$ cat src/logic/RasterizerPkg.sv
`default_nettype none

package RasterizerPkg;
    // Screen coordinate widths, enough for a 2048 by 2048 screen
    localparam int XBitWidth = 11;
    localparam int YBitWidth = 11;
    // Edge-function values are 32 bit fixed point numbers from software
    localparam int AttributeSize = 32;
    localparam int FbIndexWidth = 14;
    // Coordinates are zero padded to this width in the fragment payload
    localparam int CoordFieldWidth = 16;

    typedef logic [XBitWidth - 1 : 0] xCoord_t;
    typedef logic [YBitWidth - 1 : 0] yCoord_t;
    // A negative value marks a pixel on the outer side of that edge
    typedef logic signed [AttributeSize - 1 : 0] edgeValue_t;
    typedef logic [FbIndexWidth - 1 : 0] fbIndex_t;

    // Triangle as prepared by software; the box end is exclusive
    typedef struct packed {
        xCoord_t bbStartX;
        yCoord_t bbStartY;
        xCoord_t bbEndX;
        yCoord_t bbEndY;
        edgeValue_t w0;
        edgeValue_t w1;
        edgeValue_t w2;
        edgeValue_t w0IncX;
        edgeValue_t w1IncX;
        edgeValue_t w2IncX;
        edgeValue_t w0IncY;
        edgeValue_t w1IncY;
        edgeValue_t w2IncY;
    } triangle_t;

    // Current framebuffer band and the viewport size
    typedef struct packed {
        yCoord_t yOffset;
        xCoord_t xResolution;
        yCoord_t yResolution;
    } lineConfig_t;

    // Payload of one fragment beat, most significant field first
    typedef struct packed {
        logic [AttributeSize - 1 : 0] fbIndex;
        logic [CoordFieldWidth - 1 : 0] screenY;
        logic [CoordFieldWidth - 1 : 0] screenX;
        logic [CoordFieldWidth - 1 : 0] relY;
        logic [CoordFieldWidth - 1 : 0] relX;
    } fragment_t;

    typedef enum logic [1 : 0] {stepHold, stepRight, stepLeft, stepDown} stepCmd_t;
    typedef enum logic [1 : 0] {waitForCommand, init, test} rasterState_t;
    typedef enum logic [2 : 0] {walkInit, searchEdge, walkOut, walk, checkDirection} walkState_t;
endpackage

`default_nettype wire

$ cat src/logic/TriangleSetup.sv
`timescale 1ns/1ps
`default_nettype none

module TriangleSetup import RasterizerPkg::*;
(
    input  wire              clk,
    input  wire              reset,
    input  wire              startRendering,
    input  wire lineConfig_t lineConfig,
    input  wire triangle_t   triangle,
    output logic             load,
    output xCoord_t          startX,
    output yCoord_t          startY,
    output yCoord_t          startYScreen,
    output edgeValue_t       startW0,
    output edgeValue_t       startW1,
    output edgeValue_t       startW2,
    output yCoord_t          yScreenEnd
);
    // Number of box lines that lie above the band start
    yCoord_t lineBBStart;
    edgeValue_t skippedLines;
    yCoord_t bandEnd;
    logic boxStartsInBand;

    // The load pulse marks the cycle after the start pulse
    always_ff @(posedge clk)
    begin
        if (reset)
        begin
            load <= 1'b0;
        end
        else
        begin
            load <= startRendering;
        end
    end

    // Only meaningful when the box starts above the band
    always_ff @(posedge clk)
    begin
        if (startRendering)
        begin
            lineBBStart <= lineConfig.yOffset - triangle.bbStartY;
        end
    end

    assign boxStartsInBand = lineConfig.yOffset <= triangle.bbStartY;
    assign skippedLines = edgeValue_t'(lineBBStart);
    assign bandEnd = lineConfig.yOffset + lineConfig.yResolution;
    assign startX = triangle.bbStartX;

    always_comb
    begin
        if (boxStartsInBand)
        begin
            // The box origin lies in or below the band, so the origin values stay valid
            startY = triangle.bbStartY - lineConfig.yOffset;
            startYScreen = triangle.bbStartY;
            startW0 = triangle.w0;
            startW1 = triangle.w1;
            startW2 = triangle.w2;
        end
        else
        begin
            // Move the edge values down to the first line of the band
            startY = '0;
            startYScreen = lineConfig.yOffset;
            startW0 = triangle.w0 + triangle.w0IncY * skippedLines;
            startW1 = triangle.w1 + triangle.w1IncY * skippedLines;
            startW2 = triangle.w2 + triangle.w2IncY * skippedLines;
        end
    end

    // Clamp the walk to the band end; a box below or above the band ends at once
    always_ff @(posedge clk)
    begin
        if (load)
        begin
            if (bandEnd <= triangle.bbEndY)
            begin
                yScreenEnd <= bandEnd;
            end
            else
            begin
                yScreenEnd <= triangle.bbEndY;
            end
        end
    end

    loadIsPulse: assert property (@(posedge clk) disable iff (reset) load |=> !load);
endmodule

`default_nettype wire

$ cat src/logic/EdgeStepper.sv
`timescale 1ns/1ps
`default_nettype none

module EdgeStepper import RasterizerPkg::*;
(
    input  wire             clk,
    input  wire             reset,
    input  wire             load,
    input  wire xCoord_t    startX,
    input  wire yCoord_t    startY,
    input  wire yCoord_t    startYScreen,
    input  wire edgeValue_t startW0,
    input  wire edgeValue_t startW1,
    input  wire edgeValue_t startW2,
    input  wire             advance,
    input  wire stepCmd_t   stepCmd,
    input  wire triangle_t  triangle,
    output xCoord_t         x,
    output yCoord_t         y,
    output yCoord_t         yScreen,
    output logic            isInTriangle
);
    // Edge-function accumulators for the current pixel
    edgeValue_t w0;
    edgeValue_t w1;
    edgeValue_t w2;

    always_ff @(posedge clk)
    begin
        if (reset)
        begin
            x <= '0;
            y <= '0;
            yScreen <= '0;
            w0 <= '0;
            w1 <= '0;
            w2 <= '0;
        end
        else if (load)
        begin
            x <= startX;
            y <= startY;
            yScreen <= startYScreen;
            w0 <= startW0;
            w1 <= startW1;
            w2 <= startW2;
        end
        else if (advance)
        begin
            case (stepCmd)
                stepRight:
                begin
                    x <= x + 1'b1;
                    w0 <= w0 + triangle.w0IncX;
                    w1 <= w1 + triangle.w1IncX;
                    w2 <= w2 + triangle.w2IncX;
                end
                stepLeft:
                begin
                    x <= x - 1'b1;
                    w0 <= w0 - triangle.w0IncX;
                    w1 <= w1 - triangle.w1IncX;
                    w2 <= w2 - triangle.w2IncX;
                end
                stepDown:
                begin
                    // y is band relative, yScreen is the absolute line
                    y <= y + 1'b1;
                    yScreen <= yScreen + 1'b1;
                    w0 <= w0 + triangle.w0IncY;
                    w1 <= w1 + triangle.w1IncY;
                    w2 <= w2 + triangle.w2IncY;
                end
                default:
                begin
                end
            endcase
        end
    end

    // Inside when no edge function is negative
    assign isInTriangle = !(w0[AttributeSize - 1] | w1[AttributeSize - 1] | w2[AttributeSize - 1]);
endmodule

`default_nettype wire

$ cat src/logic/EdgeWalker.sv
`timescale 1ns/1ps
`default_nettype none

module EdgeWalker import RasterizerPkg::*;
(
    input  wire            clk,
    input  wire            reset,
    input  wire            startRendering,
    output logic           advance,
    input  wire            fragReady,
    input  wire triangle_t triangle,
    input  wire yCoord_t   yScreenEnd,
    input  wire xCoord_t   x,
    input  wire yCoord_t   yScreen,
    input  wire            isInTriangle,
    output stepCmd_t       stepCmd,
    output logic           rasterizerRunning,
    output logic           fragValid,
    output logic           fragKeep,
    output logic           fragLast
);
    rasterState_t rasterState;
    walkState_t walkState;
    // High while the walk moves toward larger x
    logic walkRight;
    // Set once a line search has turned around at a box edge
    logic tryOtherSide;
    logic hit;
    logic atBoxStart;
    logic atBoxEnd;
    logic releaseStream;

    assign hit = isInTriangle && (x >= triangle.bbStartX) && (x < triangle.bbEndX);
    assign atBoxStart = x == triangle.bbStartX;
    assign atBoxEnd = x == triangle.bbEndX;
    assign advance = (rasterState == test) && fragReady;
    // The closing beat may only be dropped once it has transferred
    assign releaseStream = fragReady || !fragValid;

    always_comb
    begin
        if ((walkState == walkInit) || (walkState == checkDirection))
        begin
            stepCmd = stepHold;
        end
        else if ((walkState == walk) && !hit)
        begin
            stepCmd = stepDown;
        end
        else
        begin
            stepCmd = walkRight ? stepRight : stepLeft;
        end
    end

    always_ff @(posedge clk)
    begin
        if (reset)
        begin
            rasterState <= waitForCommand;
            walkState <= walkInit;
            walkRight <= 1'b1;
            tryOtherSide <= 1'b0;
            rasterizerRunning <= 1'b0;
            fragValid <= 1'b0;
            fragKeep <= 1'b1;
            fragLast <= 1'b0;
        end
        else
        begin
            case (rasterState)
                waitForCommand:
                begin
                    if (releaseStream)
                    begin
                        fragValid <= 1'b0;
                        fragKeep <= 1'b1;
                        fragLast <= 1'b0;
                        rasterizerRunning <= startRendering;
                        if (startRendering)
                        begin
                            rasterState <= init;
                        end
                    end
                end
                init:
                begin
                    // The stepper loads its start values during this cycle
                    walkState <= walkInit;
                    walkRight <= 1'b1;
                    tryOtherSide <= 1'b0;
                    rasterState <= test;
                end
                test:
                begin
                    if (advance && (yScreen < yScreenEnd))
                    begin
                        // Pixels are emitted only while searching or walking a span
                        fragValid <= hit && ((walkState == walk) || (walkState == searchEdge));
                        case (walkState)
                            walkInit:
                            begin
                                walkState <= isInTriangle ? walk : searchEdge;
                            end
                            checkDirection:
                            begin
                                if (isInTriangle)
                                begin
                                    walkState <= walkOut;
                                end
                                else
                                begin
                                    // The span most likely lies behind us
                                    walkRight <= !walkRight;
                                    walkState <= searchEdge;
                                end
                            end
                            searchEdge:
                            begin
                                if (hit)
                                begin
                                    tryOtherSide <= 1'b0;
                                    walkState <= walk;
                                end
                                else if (atBoxEnd || atBoxStart)
                                begin
                                    // Second edge without a hit means an empty line
                                    if (tryOtherSide && (walkRight == atBoxEnd))
                                    begin
                                        tryOtherSide <= 1'b0;
                                        walkState <= walk;
                                    end
                                    else
                                    begin
                                        tryOtherSide <= 1'b1;
                                        walkRight <= atBoxStart;
                                    end
                                end
                            end
                            walkOut:
                            begin
                                if (!isInTriangle || atBoxStart || (x >= triangle.bbEndX))
                                begin
                                    walkRight <= !walkRight;
                                    walkState <= searchEdge;
                                end
                            end
                            walk:
                            begin
                                if (!hit)
                                begin
                                    walkState <= checkDirection;
                                end
                            end
                            default:
                            begin
                                walkState <= walkInit;
                            end
                        endcase
                    end
                    else if (advance)
                    begin
                        // Below the band or the box, so close the stream
                        fragValid <= 1'b1;
                        fragKeep <= 1'b0;
                        fragLast <= 1'b1;
                        rasterState <= waitForCommand;
                    end
                end
                default:
                begin
                    rasterState <= waitForCommand;
                end
            endcase
        end
    end

    lastIsValid: assert property (@(posedge clk) disable iff (reset) fragLast |-> fragValid);
    keepLowOnLast: assert property (@(posedge clk) disable iff (reset) fragKeep == !fragLast);
    // A turning cycle must leave the walk position where it is
    holdWhileTurning: assert property (@(posedge clk) disable iff (reset)
        (advance && ((walkState == walkInit) || (walkState == checkDirection)))
        |=> ($stable(x) && $stable(yScreen)));
endmodule

`default_nettype wire

$ cat src/logic/FragmentPacker.sv
`timescale 1ns/1ps
`default_nettype none

module FragmentPacker import RasterizerPkg::*;
(
    input  wire              clk,
    input  wire              reset,
    input  wire              advance,
    input  wire lineConfig_t lineConfig,
    input  wire triangle_t   triangle,
    input  wire xCoord_t     x,
    input  wire yCoord_t     y,
    input  wire yCoord_t     yScreen,
    output fragment_t        fragData
);
    // Last index that was inside the viewport
    fbIndex_t lastIndex;
    fbIndex_t nextIndex;
    yCoord_t mirroredLine;
    logic [XBitWidth + YBitWidth - 1 : 0] rawIndex;
    logic inViewport;

    assign inViewport = (y < lineConfig.yResolution) && (x < lineConfig.xResolution);
    // The framebuffer stores lines bottom up
    assign mirroredLine = lineConfig.yResolution - 1'b1 - y;
    assign rawIndex = {{XBitWidth{1'b0}}, mirroredLine} * {{YBitWidth{1'b0}}, lineConfig.xResolution}
        + {{YBitWidth{1'b0}}, x};
    assign nextIndex = inViewport ? fbIndex_t'(rawIndex) : lastIndex;

    always_ff @(posedge clk)
    begin
        if (reset)
        begin
            lastIndex <= '0;
        end
        else if (advance)
        begin
            lastIndex <= nextIndex;
        end
    end

    // Registered together with fragValid in the walker
    always_ff @(posedge clk)
    begin
        if (advance)
        begin
            fragData.fbIndex <= AttributeSize'(nextIndex);
            fragData.screenY <= CoordFieldWidth'(yScreen);
            fragData.screenX <= CoordFieldWidth'(x);
            fragData.relY <= CoordFieldWidth'(yCoord_t'(yScreen - triangle.bbStartY));
            fragData.relX <= CoordFieldWidth'(xCoord_t'(x - triangle.bbStartX));
        end
    end
endmodule

`default_nettype wire

$ cat src/logic/Rasterizer.sv
`timescale 1ns/1ps
`default_nettype none

module Rasterizer import RasterizerPkg::*;
(
    input  wire              clk,
    input  wire              reset,
    input  wire              startRendering,
    output wire              rasterizerRunning,
    input  wire lineConfig_t lineConfig,
    input  wire triangle_t   triangle,
    output wire              fragValid,
    input  wire              fragReady,
    output wire              fragLast,
    output wire              fragKeep,
    output wire fragment_t   fragData
);
    // Setup to stepper and walker
    logic load;
    xCoord_t startX;
    yCoord_t startY;
    yCoord_t startYScreen;
    edgeValue_t startW0;
    edgeValue_t startW1;
    edgeValue_t startW2;
    yCoord_t yScreenEnd;
    // Walker control toward the datapath
    stepCmd_t stepCmd;
    logic advance;
    // Current walk position
    xCoord_t x;
    yCoord_t y;
    yCoord_t yScreen;
    logic isInTriangle;

    TriangleSetup setup0 (.clk, .reset, .startRendering, .lineConfig, .triangle, .load,
        .startX, .startY, .startYScreen, .startW0, .startW1, .startW2, .yScreenEnd);

    EdgeStepper stepper0 (.clk, .reset, .load, .startX, .startY, .startYScreen,
        .startW0, .startW1, .startW2, .advance, .stepCmd, .triangle,
        .x, .y, .yScreen, .isInTriangle);

    EdgeWalker walker0 (.clk, .reset, .startRendering, .advance, .fragReady, .triangle,
        .yScreenEnd, .x, .yScreen, .isInTriangle, .stepCmd, .rasterizerRunning,
        .fragValid, .fragKeep, .fragLast);

    FragmentPacker packer0 (.clk, .reset, .advance, .lineConfig, .triangle,
        .x, .y, .yScreen, .fragData);
endmodule

`default_nettype wire

$ cat config.mk
export PLATFORM = sky130hd
export DESIGN_NAME = Rasterizer
export DESIGN_NICKNAME = d
export VERILOG_FILES = /design/src/logic/RasterizerPkg.sv /design/src/logic/TriangleSetup.sv /design/src/logic/EdgeStepper.sv /design/src/logic/EdgeWalker.sv /design/src/logic/FragmentPacker.sv /design/src/logic/Rasterizer.sv
export SDC_FILE = /design/constraint.sdc
export NUM_CORES = 2
export LEC_CHECK = 0
export BUFFER_PORTS_ARGS = -buffer_cell sky130_fd_sc_hd__buf_2
export CAP_MARGIN = 30
export CORE_ASPECT_RATIO = 0.7
export CORE_MARGIN = 4
export CORE_UTILIZATION = 38
export DETAILED_ROUTE_END_ITERATION = 8
export PLACE_DENSITY = 0.56
export SLEW_MARGIN = 25
export SYNTH_ARGS = -nofsm -noshare
export SYNTH_HDL_FRONTEND = slang
export SYNTH_SLANG_ARGS = --single-unit
$ cat constraint.sdc
create_clock -name clk -period 10.65 [get_ports clk]
set_input_delay 1.065 -clock clk [delete_from_list [all_inputs] [get_ports clk]]
set_output_delay 1.065 -clock clk [all_outputs]
set_load 0.02 [all_outputs]
==> impl_metrics.xml <==
<?xml version="1.0" encoding="UTF-8"?>
<metrics>
  <group name="yosys">
    <metric name="synth_enable_flop_cells" unit="">80</metric>
    <metric name="syn-mean-instance-area" unit="um2">8.25</metric>
    <metric name="postSynthRegisterBits" unit="">235</metric>
    <metric name="synth_top_cells_by_area" unit="">sky130_fd_sc_hd__fa_1, sky130_fd_sc_hd__ha_1, sky130_fd_sc_hd__inv_1</metric>
    <metric name="yosysWarningCount" unit="">0</metric>
    <metric name="top_cell_type_by_total_area_after_synthesis" unit="">sky130_fd_sc_hd__fa_1</metric>
    <metric name="post_synth_most_frequent_cells" unit="">sky130_fd_sc_hd__inv_1, sky130_fd_sc_hd__nand2_1, sky130_fd_sc_hd__fa_1</metric>
    <metric name="synthFlopType" unit="">sky130_fd_sc_hd__dfxtp_1</metric>
    <metric name="postSynth.asyncResetShare" unit="">0</metric>
    <metric name="most_numerous_cell_in_the_yosys_netlist" unit="">sky130_fd_sc_hd__inv_1</metric>
    <metric name="netlist-cell-type-count" unit="">83</metric>
    <metric name="postSynthCellCount" unit="">6501</metric>
    <metric name="syn_area" unit="mm2">0.0536</metric>
    <metric name="synth-seq-area-share" unit="">0.103</metric>
    <metric name="synth_top_cell_area_share" unit="">0.306</metric>
  </group>
  <group name="grt">
    <metric name="wire_length_of_the_first_global_routing_pass" unit="um">275000</metric>
    <metric name="grt_antenna_before_repair" unit="">84</metric>
    <metric name="final_global_route_overflow_total" unit="">0</metric>
    <metric name="grt_pass1_vias" unit="">45200</metric>
    <metric name="grt_start_max_net_pins" unit="">179</metric>
    <metric name="gr-usage-all-layers" unit="">0.239</metric>
  </group>
  <group name="sta">
    <metric name="timing.final.hold_violations" unit="">0</metric>
    <metric name="period_minus_slack" unit="ns">7.66</metric>
    <metric name="worst_skew" unit="ns">0.0334</metric>
    <metric name="timing.fmax" unit="GHz">0.130</metric>
    <metric name="final-max-slew-violation-count" unit="">0</metric>
    <metric name="setup-violations-final" unit="">0</metric>
    <metric name="tns" unit="ns">0</metric>
    <metric name="rsz0062_at_grt" unit="">no</metric>
    <metric name="worst_slew_pin_slew" unit="ns">0.983</metric>
    <metric name="max_slew_margin" unit="">0.345</metric>
    <metric name="fin_crit_sh" unit="">0.720</metric>
  </group>
  <group name="route">
    <metric name="route.antenna.remaining_nets" unit="">0</metric>
    <metric name="drcViolationCount" unit="">0</metric>
    <metric name="drt_iter0_drc" unit="">3335</metric>
    <metric name="vias" unit="">45000</metric>
    <metric name="drt_first_pass_iters" unit="">5</metric>
    <metric name="totalWireLength" unit="um">176000</metric>
    <metric name="routed_wire_length_per_instance" unit="um">20.4</metric>
    <metric name="drt-vias-per-instance" unit="">5.21</metric>
  </group>
  <group name="clock_tree">
    <metric name="max-clock-path-buffers" unit="">3</metric>
    <metric name="post-cts-setup-buffer-count" unit="">0</metric>
    <metric name="cts_resized" unit="">0</metric>
    <metric name="htree_levels" unit="">2</metric>
    <metric name="cts_root_buf" unit="">sky130_fd_sc_hd__clkbuf_16</metric>
    <metric name="worst_setup_hold_path_clk_slew" unit="ns">0.05</metric>
    <metric name="cts_hold_buf" unit="">0</metric>
    <metric name="tritoncts" unit="">done</metric>
    <metric name="cts_inserted_buffers" unit="">35</metric>
    <metric name="cts_num_sinks" unit="">235</metric>
    <metric name="clk_lat_worst_skew" unit="ns">0.59</metric>
  </group>
  <group name="final_layout">
    <metric name="area_delta_synth_final" unit="%">9.36</metric>
    <metric name="drive_above_1_share" unit="">0.0893</metric>
    <metric name="finish.cell_count_without_fillers" unit="">8647</metric>
    <metric name="fillCellCount" unit="">14200</metric>
    <metric name="nNetsFinal" unit="">8370</metric>
    <metric name="fin_util" unit="">0.418</metric>
  </group>
  <group name="worst_setup_path">
    <metric name="cp-end-kind" unit="">flop</metric>
    <metric name="critPathMaxFanout" unit="">7</metric>
    <metric name="required_time_of_the_critical_path" unit="ns">10.96</metric>
    <metric name="critPathArrivalTime" unit="ns">7.97</metric>
    <metric name="setup.worst_path.start_class" unit="">input port</metric>
    <metric name="worstSetupPathType" unit="">in2reg</metric>
  </group>
  <group name="job">
    <metric name="maxCapViolCount" unit="">0</metric>
  </group>
  <group name="placement">
    <metric name="placement.io_buffers" unit="">430</metric>
    <metric name="dp.final_hpwl" unit="um">139000</metric>
    <metric name="place.gp.congestion" unit="">0.920</metric>
    <metric name="post_place_cells" unit="">8537</metric>
  </group>
  <group name="floorplan">
    <metric name="floorplan.initialDensity" unit="">0.382</metric>
    <metric name="i_o_pin_count" unit="">469</metric>
    <metric name="fp.dieW" unit="um">457</metric>
    <metric name="die_y" unit="um">322</metric>
    <metric name="area_of_the_die" unit="mm2">0.147</metric>
    <metric name="core_area" unit="mm2">0.140</metric>
    <metric name="row_count" unit="">115</metric>
  </group>
  <group name="status">
    <metric name="status" unit="">finished, final reports clean</metric>
  </group>
  <group name="hold_path">
    <metric name="worst_hold_path_type" unit="">reg2reg</metric>
  </group>
</metrics>
critical path, stage by stage:
cell and delay [ns]:
sky130_fd_sc_hd__buf_2 0.14, sky130_fd_sc_hd__inv_1 0.09, sky130_fd_sc_hd__ha_1 0.30, sky130_fd_sc_hd__a21o_1 0.18, sky130_fd_sc_hd__a211o_1 0.32, sky130_fd_sc_hd__a2111oi_0 0.66
sky130_fd_sc_hd__or3_1 0.22, sky130_fd_sc_hd__xnor2_1 0.33, sky130_fd_sc_hd__nand2_1 0.18, sky130_fd_sc_hd__fa_1 0.60, sky130_fd_sc_hd__fa_1 0.45, sky130_fd_sc_hd__fa_1 0.55
sky130_fd_sc_hd__inv_1 0.06, sky130_fd_sc_hd__fa_1 0.49, sky130_fd_sc_hd__inv_1 0.05, sky130_fd_sc_hd__fa_1 0.48, sky130_fd_sc_hd__inv_1 0.04, sky130_fd_sc_hd__ha_1 0.30
sky130_fd_sc_hd__o21a_1 0.13, sky130_fd_sc_hd__o21ai_0 0.16, sky130_fd_sc_hd__nand2b_1 0.10, sky130_fd_sc_hd__a31oi_1 0.24, sky130_fd_sc_hd__xor2_1 0.21, sky130_fd_sc_hd__xnor3_1 0.34
sky130_fd_sc_hd__mux2_2 0.27
cell type report:
type	count	area, um2	area share
multi-input cells	4868	42800	0.730
flip-flops and latches	235	5510	0.0939
inverters	1082	4060	0.0693
repair buffers	480	2640	0.0450
well taps	1872	2340	0.0399
clock buffers	48	986	0.0168
clock inverters	16	178	0.00303
diodes	46	115	0.00196
registers in the layout (all words and copies together), names as in the netlist:
name,cells
walker0.tryOtherSide,1
setup0.lineBBStart,11
setup0.load,1
stepper0.yScreen,11
walker0.rasterizerRunning,1
walker0.walkState,3
packer0.lastIndex,14
stepper0.y,11
walker0.rasterState,2
setup0.yScreenEnd,11
walker0.walkRight,1
walker0.fragKeep,1
packer0.fragData,58
stepper0.w1,32
walker0.fragLast,1
stepper0.w2,32
walker0.fragValid,1
stepper0.w0,32
stepper0.x,11
per-layer routing:
layer / wire length, um / GRT usage
met4: 5030 / 0.0722
met1: 83500 / 0.348
met2: 77900 / 0.372
met3: 9940 / 0.0292
met5: 40 / 0
kinds of logic after synthesis:
logic type | after synthesis | share of synthesized area
DFF | 235 | 0.103
xor gates and xnor gates | 394 | 0.0649
muxes | 41 | 0.00824
other | 1 | 0.0000699
and+or+nand+nor | 1950 | 0.167
adders and majority gates | 1299 | 0.418
AOI/OAI and AO/OA | 1146 | 0.137
buffers and inverters | 1435 | 0.103
metrics by stage:
stage	area (um2)	hold WS [ns]	setup slack [ns]
6_report	58600	0.452	2.99
5_1_grt	58600	0.485	2.55
4_1_cts	58500	0.458	3.07
3_5_place_dp	57400	0.450	2.50
3_3_place_gp	57300	0.443	2.59
2_1_floorplan	53800	0.433	3.33
worst paths after layout:
kind	startpoint	endpoint	slack, ns	cells after the start
worst max-delay path	lineConfig[1]	packer0.fragData[77]	2.99	25
worst max register to register	stepper0.y[1]	packer0.fragData[77]	3.24	24
worst min register to register	packer0.lastIndex[4]	packer0.lastIndex[4]	0.45	2
worst min-delay path	packer0.lastIndex[4]	packer0.lastIndex[4]	0.45	2
cell usage in the layout, fill, tap and decap left out, types with 96 or more instances in the layout:
cell type	count
sky130_fd_sc_hd__nor2_1	297
sky130_fd_sc_hd__xor2_1	126
sky130_fd_sc_hd__dfxtp_1	154
sky130_fd_sc_hd__o21ai_0	259
sky130_fd_sc_hd__inv_1	1080
sky130_fd_sc_hd__buf_2	429
sky130_fd_sc_hd__ha_1	479
sky130_fd_sc_hd__fa_1	820
sky130_fd_sc_hd__and2_1	326
sky130_fd_sc_hd__xnor2_1	266
sky130_fd_sc_hd__nand2_1	979
sky130_fd_sc_hd__a21o_1	96
sky130_fd_sc_hd__a21oi_1	324
sky130_fd_sc_hd__a211oi_1	129
Power is left out: the tool's default activity adds up to more than one toggle a clock period on the data nets, which glitch-free logic cannot reach.
